--- src/logic/micro_pkg.sv ---
// microcode field types, unit, action and condition codes, opcode enum
package micro_pkg;

   typedef logic [3:0]  upc_t;       // micro-program counter
   typedef logic [8:0]  uaddr_t;     // {ncond, opcode, upc}
   typedef logic [23:0] ucontrol_t;  // full control word
   typedef logic [4:0]  unit_t;      // raddr / waddr unit address
   typedef logic [3:0]  action_t;    // {flag update, alu op}
   typedef logic [4:0]  cond_t;      // condition select
   typedef logic [2:0]  reg_idx_t;   // general register index

   // unit addresses
   localparam unit_t unit_none  = 5'd0;
   localparam unit_t unit_rd    = 5'd1;  // ir[11:9]
   localparam unit_t unit_rs    = 5'd2;  // ir[8:6]
   localparam unit_t unit_imm   = 5'd3;  // zero-extended ir[7:0], source only
   localparam unit_t unit_alu   = 5'd4;  // source only
   localparam unit_t unit_lat_a = 5'd5;  // target only
   localparam unit_t unit_lat_b = 5'd6;  // target only

   // action field, bit 3 updates the flags
   localparam int act_upd_bit = 3;
   localparam logic [2:0] alu_pass_b = 3'd0;
   localparam logic [2:0] alu_add    = 3'd1;
   localparam logic [2:0] alu_sub    = 3'd2;
   localparam logic [2:0] alu_and    = 3'd3;
   localparam logic [2:0] alu_or     = 3'd4;
   localparam logic [2:0] alu_xor    = 3'd5;

   // condition codes, anything else keeps ncond
   localparam cond_t cond_always = 5'd0;
   localparam cond_t cond_zero   = 5'd1;
   localparam cond_t cond_nzero  = 5'd2;
   localparam cond_t cond_carry  = 5'd3;

   typedef enum logic [3:0] {
      op_nop   = 4'd0,  op_ldi   = 4'd1,  op_mov  = 4'd2,  op_add = 4'd3,
      op_sub   = 4'd4,  op_and   = 4'd5,  op_or   = 4'd6,  op_xor = 4'd7,
      op_movz  = 4'd8,  op_movnz = 4'd9,  op_movc = 4'd10, op_cmp = 4'd11
   } opcode_e;  // 12..15 run as nop

endpackage

--- src/logic/control_store.sv ---
// micro-rom, case table from micro-address to control word
`timescale 1ns/1ps

module control_store import micro_pkg::*; (
   input  uaddr_t    uaddr,
   output ucontrol_t ucontrol
);

   localparam action_t act_idle = {1'b0, alu_pass_b};  // no flag update

   opcode_e     opc;
   upc_t        step;
   logic        ncond_in;
   logic [2:0]  alu_sel;   // alu op for the three-step group
   cond_t       mov_cond;  // condition for conditional moves

   // pack one control word, reserved bits are always ones
   function automatic ucontrol_t uc_word(input logic    nend_b,
                                         input logic    nwen_b,
                                         input action_t act,
                                         input cond_t   cnd,
                                         input unit_t   wa,
                                         input unit_t   ra);
      return {nend_b, nwen_b, 3'b111, act, cnd, wa, ra};
   endfunction

   assign ncond_in = uaddr[8];
   assign opc      = opcode_e'(uaddr[7:4]);
   assign step     = uaddr[3:0];

   always_comb begin
      case (opc)
         op_sub, op_cmp: alu_sel = alu_sub;  // cmp is sub without write-back
         op_and:         alu_sel = alu_and;
         op_or:          alu_sel = alu_or;
         op_xor:         alu_sel = alu_xor;
         default:        alu_sel = alu_add;
      endcase
      case (opc)
         op_movnz: mov_cond = cond_nzero;
         op_movc:  mov_cond = cond_carry;
         default:  mov_cond = cond_zero;
      endcase
   end

   always_comb begin
      // stray addresses just end the instruction
      ucontrol = uc_word(1'b0, 1'b1, act_idle, cond_always, unit_none, unit_none);
      case (opc)
         op_nop: ;  // single ending step
         op_ldi: if (step == 4'd0)
            ucontrol = uc_word(1'b0, 1'b0, act_idle, cond_always, unit_rd, unit_imm);
         op_mov: if (step == 4'd0)
            ucontrol = uc_word(1'b0, 1'b0, act_idle, cond_always, unit_rd, unit_rs);
         op_add, op_sub, op_and, op_or, op_xor, op_cmp: begin
            case (step)
               4'd0: ucontrol = uc_word(1'b1, 1'b1, act_idle, cond_always,
                                        unit_lat_a, unit_rd);
               4'd1: ucontrol = uc_word(1'b1, 1'b1, act_idle, cond_always,
                                        unit_lat_b, unit_rs);
               4'd2: ucontrol = uc_word(1'b0, opc == op_cmp, {1'b1, alu_sel}, cond_always,
                                        (opc == op_cmp) ? unit_none : unit_rd, unit_alu);
               default: ;
            endcase
         end
         op_movz, op_movnz, op_movc: begin
            if (step == 4'd0)       // latch the condition into ncond
               ucontrol = uc_word(1'b1, 1'b1, act_idle, mov_cond, unit_none, unit_none);
            else if (step == 4'd1 && !ncond_in)  // taken, rd <- rs
               ucontrol = uc_word(1'b0, 1'b0, act_idle, cond_always, unit_rd, unit_rs);
         end
         default: ;
      endcase
   end

endmodule

--- src/logic/microcode_sequencer.sv ---
// micro-program counter, micro-address, control store, fetch indicator, front panel mux
`timescale 1ns/1ps

module microcode_sequencer import micro_pkg::*; (
   input  logic        clk4,
   input  logic        rst_n,
   input  logic        nhalt,
   input  logic [15:0] ir,
   input  logic        ncond,
   input  logic        nfpua0,
   input  logic        nfpuc0,
   input  logic        nfpuc1,
   input  logic        nfpuc2,
   output unit_t       raddr,
   output unit_t       waddr,
   output cond_t       cond,
   output action_t     action,
   output logic        nwen,
   output logic        nend,
   output logic        fpfetch,
   output logic [7:0]  fpd
);

   upc_t      upc;
   uaddr_t    uaddr;
   ucontrol_t uc_rom;    // straight from the rom
   ucontrol_t ucontrol;  // after halt / reset forcing

   ////////////////////////////////////////////////////////////////////
   // micro-program counter
   ////////////////////////////////////////////////////////////////////

   always_ff @(posedge clk4) begin
      if (!rst_n) begin
         upc <= '0;
      end else if (nhalt) begin  // frozen while halted
         if (!nend)
            upc <= '0;           // next instruction
         else
            upc <= upc + 4'd1;
      end
   end

   ////////////////////////////////////////////////////////////////////
   // micro-address and control store
   ////////////////////////////////////////////////////////////////////

   assign uaddr = {ncond, ir[15:12], upc};  // cond bit, opcode, step

   control_store u_cs (
      .uaddr    (uaddr),
      .ucontrol (uc_rom)
   );

   // rom disabled reads as all ones, strobes idle high
   assign ucontrol = (!rst_n || !nhalt) ? '1 : uc_rom;

   assign nend   = ucontrol[23];
   assign nwen   = ucontrol[22];
   assign action = ucontrol[18:15];  // 21..19 reserved
   assign cond   = ucontrol[14:10];
   assign waddr  = ucontrol[9:5];
   assign raddr  = ucontrol[4:0];

   ////////////////////////////////////////////////////////////////////
   // fetch indicator and front panel
   ////////////////////////////////////////////////////////////////////

   assign fpfetch = (upc < 4'd2);  // operand fetch steps

   always_comb begin
      if (!nfpua0)
         fpd = uaddr[7:0];         // opcode and step
      else if (!nfpuc0)
         fpd = ucontrol[7:0];
      else if (!nfpuc1)
         fpd = ucontrol[15:8];
      else if (!nfpuc2)
         fpd = ucontrol[23:16];    // strobes on top
      else
         fpd = 8'hff;              // idle bus
   end

endmodule

--- src/logic/execute_unit.sv ---
// register file, operand latches, source mux, alu and write-back strobes
`timescale 1ns/1ps

module execute_unit import micro_pkg::*; #(
   parameter int data_width = 16
) (
   input  logic                  clk4,
   input  logic                  rst_n,
   input  logic [15:0]           ir,
   input  unit_t                 raddr,
   input  unit_t                 waddr,
   input  action_t               action,
   input  logic                  nwen,
   output logic [data_width-1:0] alu_out,
   output logic                  alu_carry,
   output logic                  flag_upd,
   output reg_idx_t              wb_reg,
   output logic [data_width-1:0] wb_data
);

   logic [data_width-1:0] regs [8];     // general registers
   logic [data_width-1:0] lat_a, lat_b; // operand latches
   logic [data_width-1:0] src_val;      // value on the internal bus
   logic [data_width:0]   alu_wide;     // carry on top
   logic                  alu_valid;
   logic                  reg_we;
   reg_idx_t              rd_idx, rs_idx;

   assign rd_idx = ir[11:9];
   assign rs_idx = ir[8:6];

   ////////////////////////////////////////////////////////////////////
   // source mux
   ////////////////////////////////////////////////////////////////////

   always_comb begin
      case (raddr)
         unit_rd:  src_val = regs[rd_idx];
         unit_rs:  src_val = regs[rs_idx];
         unit_imm: src_val = data_width'(ir[7:0]);  // zero-extended byte
         unit_alu: src_val = alu_out;
         default:  src_val = '0;
      endcase
   end

   ////////////////////////////////////////////////////////////////////
   // alu on the latches
   ////////////////////////////////////////////////////////////////////

   always_comb begin
      alu_valid = 1'b1;
      case (action[2:0])
         alu_pass_b: alu_wide = {1'b0, lat_b};
         alu_add:    alu_wide = {1'b0, lat_a} + {1'b0, lat_b};  // carry out
         alu_sub:    alu_wide = {1'b0, lat_a} - {1'b0, lat_b};  // top bit is borrow
         alu_and:    alu_wide = {1'b0, lat_a & lat_b};
         alu_or:     alu_wide = {1'b0, lat_a | lat_b};
         alu_xor:    alu_wide = {1'b0, lat_a ^ lat_b};
         default: begin              // idle word while halted
            alu_wide  = {1'b0, lat_b};
            alu_valid = 1'b0;
         end
      endcase
   end

   assign alu_out   = alu_wide[data_width-1:0];
   assign alu_carry = alu_wide[data_width];
   assign flag_upd  = action[act_upd_bit] & alu_valid;

   ////////////////////////////////////////////////////////////////////
   // write-back
   ////////////////////////////////////////////////////////////////////

   assign wb_reg  = (waddr == unit_rs) ? rs_idx : rd_idx;
   assign wb_data = src_val;
   assign reg_we  = !nwen && (waddr == unit_rd || waddr == unit_rs);

   always_ff @(posedge clk4) begin
      if (!rst_n) begin
         for (int i = 0; i < 8; i++)
            regs[i] <= '0;
         lat_a <= '0;
         lat_b <= '0;
      end else begin
         if (reg_we)
            regs[wb_reg] <= src_val;
         if (waddr == unit_lat_a) lat_a <= src_val;  // latches ignore nwen
         if (waddr == unit_lat_b) lat_b <= src_val;
      end
   end

endmodule

--- src/logic/result_unit.sv ---
// flag register, condition evaluation, registered active-low condition bit
`timescale 1ns/1ps

module result_unit import micro_pkg::*; #(
   parameter int data_width = 16
) (
   input  logic                  clk4,
   input  logic                  rst_n,
   input  logic [data_width-1:0] alu_out,
   input  logic                  alu_carry,
   input  logic                  flag_upd,
   input  cond_t                 cond,
   output logic                  ncond,
   output logic                  flag_z,
   output logic                  flag_c
);

   // flags, only on update steps
   always_ff @(posedge clk4) begin
      if (!rst_n) begin
         flag_z <= 1'b0;
         flag_c <= 1'b0;
      end else if (flag_upd) begin
         flag_z <= (alu_out == '0);
         flag_c <= alu_carry;  // alu clears it for logic ops
      end
   end

   // condition bit, evaluated on the flags before this step's update
   always_ff @(posedge clk4) begin
      if (!rst_n) begin
         ncond <= 1'b1;
      end else begin
         case (cond)
            cond_always: ncond <= 1'b0;
            cond_zero:   ncond <= ~flag_z;
            cond_nzero:  ncond <= flag_z;
            cond_carry:  ncond <= ~flag_c;
            default:     ncond <= ncond;  // idle word keeps it across halt
         endcase
      end
   end

endmodule

--- src/logic/micro_core.sv ---
// top level, sequencer with execute and result units
`timescale 1ns/1ps

module micro_core import micro_pkg::*; #(
   parameter int data_width = 16
) (
   input  logic                  clk4,
   input  logic                  rst_n,
   input  logic                  nhalt,
   input  logic [15:0]           ir,
   input  logic                  nfpua0,
   input  logic                  nfpuc0,
   input  logic                  nfpuc1,
   input  logic                  nfpuc2,
   output logic                  nend,
   output logic                  nwen,
   output reg_idx_t              wb_reg,
   output logic [data_width-1:0] wb_data,
   output logic                  fpfetch,
   output logic [7:0]            fpd,
   output logic                  flag_z,
   output logic                  flag_c
);

   unit_t                 raddr, waddr;
   cond_t                 cond;
   action_t               action;
   logic                  ncond;
   logic [data_width-1:0] alu_out;
   logic                  alu_carry;
   logic                  flag_upd;

   microcode_sequencer u_seq (
      .clk4, .rst_n, .nhalt, .ir, .ncond,
      .nfpua0, .nfpuc0, .nfpuc1, .nfpuc2,
      .raddr, .waddr, .cond, .action,
      .nwen, .nend, .fpfetch, .fpd
   );

   execute_unit #(.data_width(data_width)) u_exe (
      .clk4, .rst_n, .ir, .raddr, .waddr, .action, .nwen,
      .alu_out, .alu_carry, .flag_upd, .wb_reg, .wb_data
   );

   result_unit #(.data_width(data_width)) u_res (
      .clk4, .rst_n, .alu_out, .alu_carry, .flag_upd, .cond,
      .ncond, .flag_z, .flag_c
   );

endmodule

--- config.mk ---
export PLATFORM = sky130hd
export DESIGN_NAME = micro_core
export DESIGN_NICKNAME = d
export VERILOG_FILES = /design/src/logic/micro_pkg.sv /design/src/logic/control_store.sv /design/src/logic/microcode_sequencer.sv /design/src/logic/execute_unit.sv /design/src/logic/result_unit.sv /design/src/logic/micro_core.sv
export SDC_FILE = /design/constraint.sdc
export NUM_CORES = 1
export LEC_CHECK = 0
export BUFFER_PORTS_ARGS = -buffer_cell sky130_fd_sc_hd__buf_4
export CAP_MARGIN = 20
export CORE_UTILIZATION = 30
export DETAILED_ROUTE_END_ITERATION = 10
export PLACE_DENSITY = 0.49
export REMOVE_ABC_BUFFERS = 1
export SYNTH_ARGS = -nofsm -noshare
export SYNTH_HDL_FRONTEND = slang
export SYNTH_SLANG_ARGS = --single-unit
--- constraint.sdc ---
create_clock -name clk4 -period 5.6 [get_ports clk4]
set_input_delay 0.56 -clock clk4 [delete_from_list [all_inputs] [get_ports clk4]]
set_output_delay 0.56 -clock clk4 [all_outputs]
set_load 0.01 [all_outputs]
# Word level (Yosys, flattened, before mapping)
# Memory sizes are Yosys's and may differ from the RTL's.
# Cells that the tools add are included.
op_classes:
  add_sub_neg: 3
  multipliers: 0
  div: 0
  magnitude_cmp: 1
  n_eq_ne: 29
  n_shift: 0
  n_mux: 27
  n_bitwise: 6
  n_reduce_logical: 18
ops:
  columns: ["op", "n"]
  rows:
  - ["24-bit case mux with 4 select lines", 1]
  - ["17-bit case mux with 5 select lines", 1]
  - ["24-bit case mux with 3 select lines", 1]
  - ["23-bit 2-to-1 mux", 3]
  - ["16-bit case mux with 4 select lines", 1]
  - ["24-bit 2-to-1 mux", 2]
  - ["8-bit 2-to-1 mux", 4]
  - ["5-bit by 2-bit == test with 1-bit output, second input constant", 5]
  - ["16-bit by 16-bit adder with 17-bit output", 1]
  - ["16-bit by 16-bit subtractor with 17-bit output", 1]
  - ["16-bit bitwise AND", 1]
  - ["4-bit by 3-bit == test with 1-bit output, second input constant", 4]
  - ["4-bit == test, second input constant", 4]
  - ["16-bit logical NOT", 1]
  - ["16-bit 2-to-1 mux", 1]
  - ["16-bit bitwise OR", 1]
  - ["16-bit OR reduction", 1]
  - ["16-bit bitwise XOR", 1]
  - ["5-bit by 1-bit == test with 1-bit output, second input constant", 3]
  - ["5-bit by 3-bit == test with 1-bit output, second input constant", 3]
  - ["4-bit by 2-bit == test with 1-bit output, second input constant", 3]
  - ["3-bit case mux with 4 select lines", 1]
  - ["6-bit OR reduction", 2]
  - ["4-bit by 1-bit == test with 1-bit output, second input constant", 2]
  - ["21 further kinds", 36]
totals:
  ff_bits: 39
  latchBits: 0
  ram_bits: 128
  mem_bits_ro: 0
  inputBits: 23
  out_inout_bits: 32
  wordCells: 91
  n_memories: 1
mem_list:
  columns: ["memory", "depth", "word_bits", "read_ports", "rd_clocked_by_memory_dff", "wr", "line", "rtl"]
  rows:
  - ["u_exe.regs", 8, 16, 2, 0, 8, "execute_unit.sv:21", "logic [data_width-1:0] regs [8];"]

# Depth between registers and ports, before layout
# Gate-level depths: netlist of the first run.
logic_depth:
  ltp_word: 14
  ltp_mapped: 20

# Hierarchy
# Synthesis of the first run repeated with hierarchy kept, for this count alone.
hier_totals:
  cells_unflattened: 1145
  area_unflattened_um2: 11725.0
modules_own_cells:
  columns: ["module", "n_inst", "cells_per_inst", "area_each_um2"]
  rows:
  - ["execute_unit", 1, 975, 10510.1]
  - ["microcode_sequencer", 1, 87, 608.1]
  - ["control_store", 1, 65, 435.4]
  - ["result_unit", 1, 18, 171.4]

# Least setup slack after synthesis of the first run
# Ideal clock, no wire load.
synth_timing:
  path_kind: "input port to output port"
  start: "input port ir[15]"
  end: "output port wb_data[15]"
  arrival_ps: 4005
  required_time_ps: 5040
  setup_slack_ps: 1035
  path_stages: 18
  cell_sequence: "clkbuf_1 -> or4b_4 -> a21oi_1 -> clkbuf_1 -> nor2_1 -> xnor2_1 -> ha_1 -> clkbuf_1 -> a41o_1 -> a21oi_1 -> o21ai_0 -> a31o_2 -> o41ai_1 -> xnor2_1 -> a21oi_1 -> o21a_1 -> buf_2 -> inv_2"
synth_via:
  elab_chain_len: 9
  word_cells_on_any_way: 29
synth_lines:
  columns: ["item", "line", "rtl"]
  rows:
  - ["start, declared", "micro_core.sv:10", "input logic [15:0] ir,"]
  - ["4-bit == test or 4-bit by 3-bit == test with 1-bit output (tied branches)", "control_store.sv:32, control_store.sv:49", null]
  - ["2-bit OR reduction", "control_store.sv:32", "case (opc)"]
  - ["3-bit case mux with 4 select lines", "control_store.sv:32", null]
  - ["24-bit case mux with 3 select lines", "control_store.sv:56", "case (step)"]
  - ["24-bit case mux with 4 select lines (*)", "control_store.sv:49", "case (opc)"]
  - ["24-bit 2-to-1 mux (*)", "microcode_sequencer.sv:56", "assign ucontrol = (!rst_n || !nhalt) ? '1 : uc_rom;"]
  - ["3-bit == test (tied with other cells)", "execute_unit.sv:52", "case (action[2:0])"]
  - ["17-bit case mux with 5 select lines", "execute_unit.sv:52", null]
  - ["16-bit case mux with 4 select lines (*)", "execute_unit.sv:37", "case (raddr)"]
  - ["end, declared", "micro_core.sv:18", "output logic [data_width-1:0] wb_data,"]
# Every way passes the cells marked *; elsewhere a longest branch is shown, timed or not.

# Worst setup path in the final report of the first run
layout_timing:
  start: "register u_seq.upc[0]"
  end: "output port wb_data[14]"
layout_via:
  elab_chain_len: 8
  word_cells_on_any_way: 22
layout_lines:
  columns: ["item", "line", "rtl"]
  rows:
  - ["start, declared", "microcode_sequencer.sv:24", "upc_t upc;"]
  - ["start signal, assigned", "microcode_sequencer.sv:40", "upc <= upc + 4'd1;"]
  - ["4-bit by 1-bit == test with 1-bit output", "control_store.sv:56, control_store.sv:69", null]
  - ["1-bit logical AND", "control_store.sv:69", "else if (step == 4'd1 && !ncond_in)"]
  - ["23-bit 2-to-1 mux", "control_store.sv:69", null]
  - ["24-bit 2-to-1 mux", "control_store.sv:67", "if (step == 4'd0)"]
  - ["24-bit case mux with 4 select lines (*)", "control_store.sv:49", null]
  - ["24-bit 2-to-1 mux (*)", "microcode_sequencer.sv:56", null]
  - ["branches (longest 1 deep; another with 17-bit case mux with 5 select lines)", null, null]
  - ["16-bit case mux with 4 select lines (*)", "execute_unit.sv:37", null]
# Every way passes the cells marked *.

==> results of run 1 <==
kinds of logic after synthesis:
group	Yosys count	synth area share
buffers and inverters	123	0.04742
and+or+nand+nor	355	0.1459
muxes	113	0.1626
adders and majority gates	54	0.06180
DFF	167	0.4183
AOI/OAI and AO/OA	217	0.1426
xor gates and xnor gates	26	0.02128
registers in the layout (all words and copies together), names as in the netlist:
| register | count |
|---|---|
| u_exe.regs | 128 |
| u_exe.lat_a | 16 |
| u_exe.lat_b | 16 |
| u_seq.upc | 4 |
| u_res.flag_c | 1 |
| u_res.flag_z | 1 |
| u_res.ncond | 1 |
power by group through the flow:
stage	Combinational [mW]	Clock (mW)	Sequential, mW
after floorplan	0.433	0	1.42
after global placement	0.656	0	1.43
after detailed placement	0.656	0	1.43
after CTS	0.659	1.31	1.41
after global routing	0.723	1.36	1.41
final	0.662	1.30	1.41
worst reg2reg max path, stage by stage, from the launching register on:
cell and delay (ps):
dfxtp_1 370, inv_1 120, ha_1 190, nor3b_4 390
nand2_1 190, a21o_1 260, mux2i_1 180, fa_1 430
a211oi_2 350, o211ai_1 170, nand2_1 110, a21oi_1 130
a221oi_2 290, xnor2_1 120, a221oi_1 420, o21ba_1 300
buf_4 230, nor2_1 70
cell usage after synthesis, drive strengths merged, types with 2 or more instances:
| master | number | area (µm²) |
|---|---|---|
| nand3b | 2 | 15.01 |
| nand4 | 3 | 18.77 |
| xor2 | 6 | 60.06 |
| nor3b | 4 | 46.29 |
| mux2i | 48 | 480.5 |
| or2 | 3 | 18.77 |
| a22o | 2 | 17.52 |
| o31ai | 5 | 37.54 |
| a31oi | 7 | 43.79 |
| o21a | 11 | 82.58 |
| xnor2 | 20 | 175.2 |
| o21ai | 45 | 229.0 |
| ha | 53 | 663.1 |
| a21boi | 5 | 52.55 |
| mux2 | 13 | 146.4 |
| a221oi | 10 | 141.4 |
| or3 | 3 | 18.77 |
| a2111oi | 4 | 53.81 |
| edfxtp | 128 | 3844 |
| o31a | 2 | 17.52 |
| dfxtp | 39 | 780.8 |
| nor4 | 4 | 25.02 |
| a21o | 6 | 45.04 |
| inv | 55 | 206.4 |
| a21oi | 47 | 242.7 |
| a22oi | 8 | 60.06 |
| nand4b | 3 | 26.28 |
| a211oi | 23 | 220.2 |
| nor2b | 11 | 68.82 |
| o221ai | 2 | 17.52 |
| nand2b | 11 | 68.82 |
| and2 | 3 | 18.77 |
| and3 | 3 | 18.77 |
| nor3 | 10 | 66.32 |
| nand2 | 79 | 299.0 |
| mux4 | 52 | 1171 |
| o211ai | 10 | 80.07 |
| or4b | 2 | 23.77 |
| o22ai | 15 | 93.84 |
| nor2 | 191 | 724.4 |
| buf | 30 | 175.2 |
| o21bai | 2 | 18.77 |
| nand3 | 18 | 102.6 |
| clkbuf | 37 | 138.9 |
how the worst max path moves through the flow:
| stage | to |
|---|---|
| 2_1_floorplan | wb_data[14] |
| 3_3_place_gp | wb_data[14] |
| 3_5_place_dp | wb_data[14] |
| 4_1_cts | wb_data[14] |
| 5_1_grt | wb_data[14] |
| 6_report | wb_data[14] |
repair_timing:
action / in CTS / in global routing
gates resized for setup: 0 / 1
setup endpoints to repair: 0 / 1
hold buffers: 0 / 0
endpoints found under the hold margin: 0 / 0
per-layer routing:
| layer | up-vias | GRT usage |
|---|---|---|
| met1 | 4215 | 0.2492 |
| met5 | - | 0 |
| met2 | 205 | 0.3083 |
| met4 | 0 | 0.04703 |
| met3 | 30 | 0.03148 |
| li1 | 3959 | - |
area by class of cell:
cell class / instances / area, µm²
fill: 3627 / 23280
clock inverter: 13 / 203.9
clock buffer: 19 / 432.9
tap: 461 / 576.8
sequential: 167 / 4624
timing repair buffer: 87 / 665.6
multi-input combinational: 765 / 5919
inverter: 56 / 210.2
per-stage QoR:
stage / hold slack [ps] / total power, mW / util
2_1_floorplan: 467.2 / 1.855 / -
5_1_grt: 405.6 / 3.498 / 0.3518
3_5_place_dp: 501.2 / 2.091 / 0.3339
6_report: 412.1 / 3.369 / 0.3518
3_3_place_gp: 495.3 / 2.088 / 0.3333
4_1_cts: 398.5 / 3.381 / 0.3516
==> run_results.csv, run 1 <==
group,metric,value,unit
run_status,status,"finished, final reports clean",
finish,fin_area,12630,µm²
grt,grt_pass1_vias,8308,
power,p_clk_frac,0.385,
setup_path,path_cells,"inv_1, ha_1, nor3b_4, nand2_1, a21o_1, mux2i_1, fa_1, a211oi_2, o211ai_1, nand2_1, a21oi_1, a221oi_2, xnor2_1, a221oi_1, o21ba_1, inv_1, buf_4",
worst_hold_path,holdPathEnd,"u_res.ncond",
grt,grt_pass1_wl,52230,µm
clock_tree,post_cts_buffers,0,
timing,slew_headroom,0.3263,
timing,min_period,5236,ps
timing,maxSlewViolCount,0,
place,placed_area,11990,µm²
setup_path,critPathRequiredTime,5040,ps
routing,drc,0,
grt,antenna_found_initial,0,
timing,fmax,0.1910,GHz
worst_hold_path,whs_path_depth,2,
floorplan,die_w,194.0,µm
routing,wl,34650,µm
place,preCtsSetupSlack,671.0,ps
setup_path,timing.rr.start,"u_seq.upc[0]",
floorplan,dieArea,37620,µm²
setup_path,crit_start,"u_seq.upc[0]",
yosys,yosys_warnings,0,
setup_path,path_depth,17,
timing,min_period_over_period,0.9350,
place,place.gp.congestion,0.9064,
timing,rsz0062_at_grt,"no",
clock_tree,cts.sinks,167,
yosys,synthFlopType,"edfxtp_1",
worst_hold_path,worst_hold_path_type,"primary input to flip-flop",
timing,setup_viol,0,
routing,met3WireLength,1462,µm
setup_path,worst-path-max-fanout,7,
setup_path,crit_arrival,4680,ps
timing,layout_setup_ws,364.1,ps
setup_path,crit_type,"flip-flop to output pin",
place,dp.cells,1536,
routing,wl_met1,16220,µm
clock_tree,cts_buffers,17,
clock_tree,clkTransAtPathRegs,70,ps
clock_tree,htree_levels,4,
setup_path,crit_path_top_delay_cell,"fa_1",
routing,ant_nets,0,
power,p_comb_frac,0.197,
finish,diodes,0,
routing,drtIter0Drc,556,
finish,instances_no_fill,1568,
yosys,synth_area,11050,µm²
place,place_hpwl,23760,µm
power,irDropWorstVdd,0.0002154,V
yosys,synth_edf_count,128,
floorplan,die_h,194.0,µm
routing,dr_wl_met2,16560,µm
routing,vias,8409,
yosys,netlist_instances,1055,
finish,drive_above_1_share,0.2051,
flow_run,cap_viol_max_count,0,
timing,setup_tns,0,ps
power,swShare,0.2761,
power,p_per_area,266.6,nW/µm²
timing,worstMarginPinSlew,1008,ps
setup_path,rr_worst_depth,17,
setup_path,reg2reg_to,"u_exe.regs[3][14]",
timing,hold_violations,0,
yosys,synthArstFlopShare,0,
floorplan,coreArea,35910,µm²
power,power_leakage,4.642,nW
setup_path,r2r_slack,1020,ps
routing,drtPass1Iterations,4,
setup_path,critical_path_buf_inv_count,3,
routing,top_layer_used,"met4",
yosys,ys_seq_elements,167,
yosys,netlist-cell-type-count,89,
clock_tree,cts_max_path_buffers,2,
yosys,syn_avg_cell_area,10.48,µm²
power,p_sw,930.1,µW
worst_hold_path,hp-start,"rst_n",
timing,fin_worst_skew,12.20,ps
floorplan,start_util,0.3078,
setup_path,cp-end-kind,"output pin",
finish,final_cell_mix,"nor2_1 (188), edfxtp_1 (128), buf_4 (86)",
finish,area_growth,14.28,%
floorplan,row_count,69,
grt,grt_usage,0.1852,
routing,viasPerCell,5.363,
setup_path,cp_top_family,"compound AO/OA/AOI/OAI gates",
finish,final_common_cell,"nor2_1",
power,power_frac_seq,0.418,
floorplan,ios,55,
finish,nets,1171,
yosys,ys_seq_area_frac,0.4183,
clock_tree,insertion_delay,440,ps
clock_tree,cts_root_buf,"clkbuf_16",
place,port_buffers,54,
setup_path,cpPeakStageDelay,430,ps
clock_tree,cts_tree,"done",
grt,grt_max_degree,48,
setup_path,startpoint_type,"flip-flop",
power,internal_power,2.438,mW
grt,grt_overflow,0,
routing,wire_per_inst,22.10,µm
No activity file was read; power rests on OpenSTA's default activity.
==> run 2: changes to the inputs <==
--- a/config.mk
+++ b/config.mk
@@ -6,7 +6,6 @@
 export NUM_CORES = 1
 export LEC_CHECK = 0
 export BUFFER_PORTS_ARGS = -buffer_cell sky130_fd_sc_hd__buf_4
-export CAP_MARGIN = 20
 export CORE_UTILIZATION = 30
 export DETAILED_ROUTE_END_ITERATION = 10
 export PLACE_DENSITY = 0.49
==> constraint.sdc (replaced) <==
create_clock -name clk4 -period 6.6 [get_ports clk4]
set_input_delay 0.66 -clock clk4 [delete_from_list [all_inputs] [get_ports clk4]]
set_output_delay 0.66 -clock clk4 [all_outputs]
set_load 0.01 [all_outputs]
==> run_results.csv, run 2 (same netlist as run 1, synthesis figures left out) <==
group,metric,value,unit
place,port_buffers,54,
finish,nets,1153,
routing,vias,8437,
place,placed_area,11850,µm²
run_status,status,"finished, final reports clean",
clock_tree,insertion_delay,450,ps
timing,worstMarginPinSlew,1067,ps
timing,setup_tns,0,ps
timing,min_period,5799,ps
timing,slew_headroom,0.2870,
routing,drtPass1Iterations,5,
power,power_leakage,4.568,nW
finish,final_cell_mix,"nor2_1 (188), edfxtp_1 (128), nand2_1 (78)",
finish,area_growth,13.11,%
clock_tree,ctsHoldBuffers,0,
finish,drive_above_1_share,0.1947,
power,irDropWorstVdd,0.0001934,V
finish,top_register,"u_exe.regs",
finish,top_regs,"u_exe.regs: 128 flops, u_exe.lat_a: 16 flops, u_exe.lat_b: 16 flops",
clock_tree,post_cts_buffers,0,
place,place_hpwl,22830,µm
grt,grt_pass1_wl,52180,µm
clock_tree,cts_tree,"done",
clock_tree,cts_root_buf,"clkbuf_16",
timing,fin_worst_skew,13.67,ps
routing,drc,0,
setup_path,startpoint_type,"flip-flop",
setup_path,crit_type,"flip-flop to output pin",
setup_path,r2r_slack,1750,ps
finish,fin_area,12500,µm²
grt,grt_max_degree,48,
grt,grt_overflow,0,
clock_tree,clkTransAtPathRegs,70,ps
routing,viasPerCell,5.443,
grt,antenna_found_initial,0,
clock_tree,htree_levels,4,
floorplan,row_count,69,
clock_tree,cts.sinks,167,
timing,maxSlewViolCount,0,
timing,hold_violations,0,
floorplan,die_h,194.0,µm
clock_tree,cts_buffers,17,
setup_path,crit_arrival,5140,ps
grt,grt_pass1_vias,8312,
setup_path,critPathRequiredTime,5940,ps
flow_run,cap_viol_max_count,0,
worst_hold_path,worst_hold_path_type,"flip-flop to flip-flop",
timing,setup_viol,0,
routing,drtIter0Drc,701,
clock_tree,cts_max_path_buffers,2,
floorplan,dieArea,37620,µm²
setup_path,cp-end-kind,"output pin",
floorplan,die_w,194.0,µm
place,place.gp.congestion,0.9195,
timing,rsz0062_at_grt,"no",
timing,min_period_over_period,0.8786,
finish,largest_register_ffs,128,
finish,final_common_cell,"nor2_1",
floorplan,coreArea,35910,µm²
finish,diodes,0,
routing,ant_nets,0,
floorplan,ios,55,
grt,grt_usage,0.1854,
routing,wl,34310,µm
power,p_per_area,229.5,nW/µm²
setup_path,worst-path-max-fanout,11,
floorplan,start_util,0.3078,
clock_tree,cts_resized,0,
routing,wire_per_inst,22.14,µm
timing,fmax,0.1725,GHz
-- run 2: cell types whose count changed in the layout (fill, tap and decap cells not counted), sizes merged --
cell      before  now
clkinvlp       5    4
clkbuf        19   17
inv           55   58
buf           87   69
-- run 2: routing by layer --
metal  GRT usage  wire length (µm)  vias up
li1            -                 -     3922
met1      0.2476             15100     4216
met2      0.3111             16860      259
met3     0.02540              1711       40
met4     0.05703               642        0
met5           0                 0        -
-- run 2: final cells by class --
class | instances | area, µm²
fillers | 3610 | 23410
multi-input cells | 765 | 5924
flip-flops and latches | 167 | 4624
well taps | 461 | 576.8
repair buffers | 69 | 518.0
clock buffers | 17 | 425.4
clock inverters | 15 | 224.0
inverters | 56 | 210.2
-- run 2: path summary, 6_finish.rpt --
path                    from                end  cells past startpoint
max reg2reg     u_seq.upc[0]  u_exe.regs[1][14]                     18
max             u_seq.upc[0]        wb_data[14]                     19
min          u_exe.lat_a[14]    u_exe.lat_a[14]                      2
min reg2reg  u_exe.lat_a[14]    u_exe.lat_a[14]                      2
-- run 2: worst max-delay path, stage by stage (launching register included) --
cell	delay, ps
dfxtp_1	370
inv_1	120
ha_1	190
nor3b_4	400
nand2_1	180
a21oi_1	710
nor2_1	120
xnor2_1	170
ha_1	340
a211oi_1	360
o211ai_1	190
nand2_1	120
a21oi_1	130
a221oi_2	290
xnor2_1	110
a221oi_1	340
o21ba_1	160
buf_4	180
inv_1	60
buf_4	140
-- run 2: through the flow --
stage / std cells / setup WS, ps / hold slack [ps] / util / power (mW)
final: 1550 / 801.5 / 503.4 / 0.3481 / 2.869
after global routing: 1550 / 308.7 / 499.1 / 0.3481 / 2.979
after CTS: 1550 / 767.7 / 487.4 / 0.3481 / 2.879
after detailed placement: 1518 / 1020 / 493.3 / 0.3301 / 1.765
after global placement: 1518 / 1081 / 488.7 / 0.3301 / 1.763
after floorplan: 988 / 1957 / 467.2 / - / 1.574
-- run 2: power by group --
part	internal (mW)	switching, mW
Combinational	0.228	0.321
Sequential	1.17	0.0288
Clock	0.674	0.452
Total	2.07	0.801
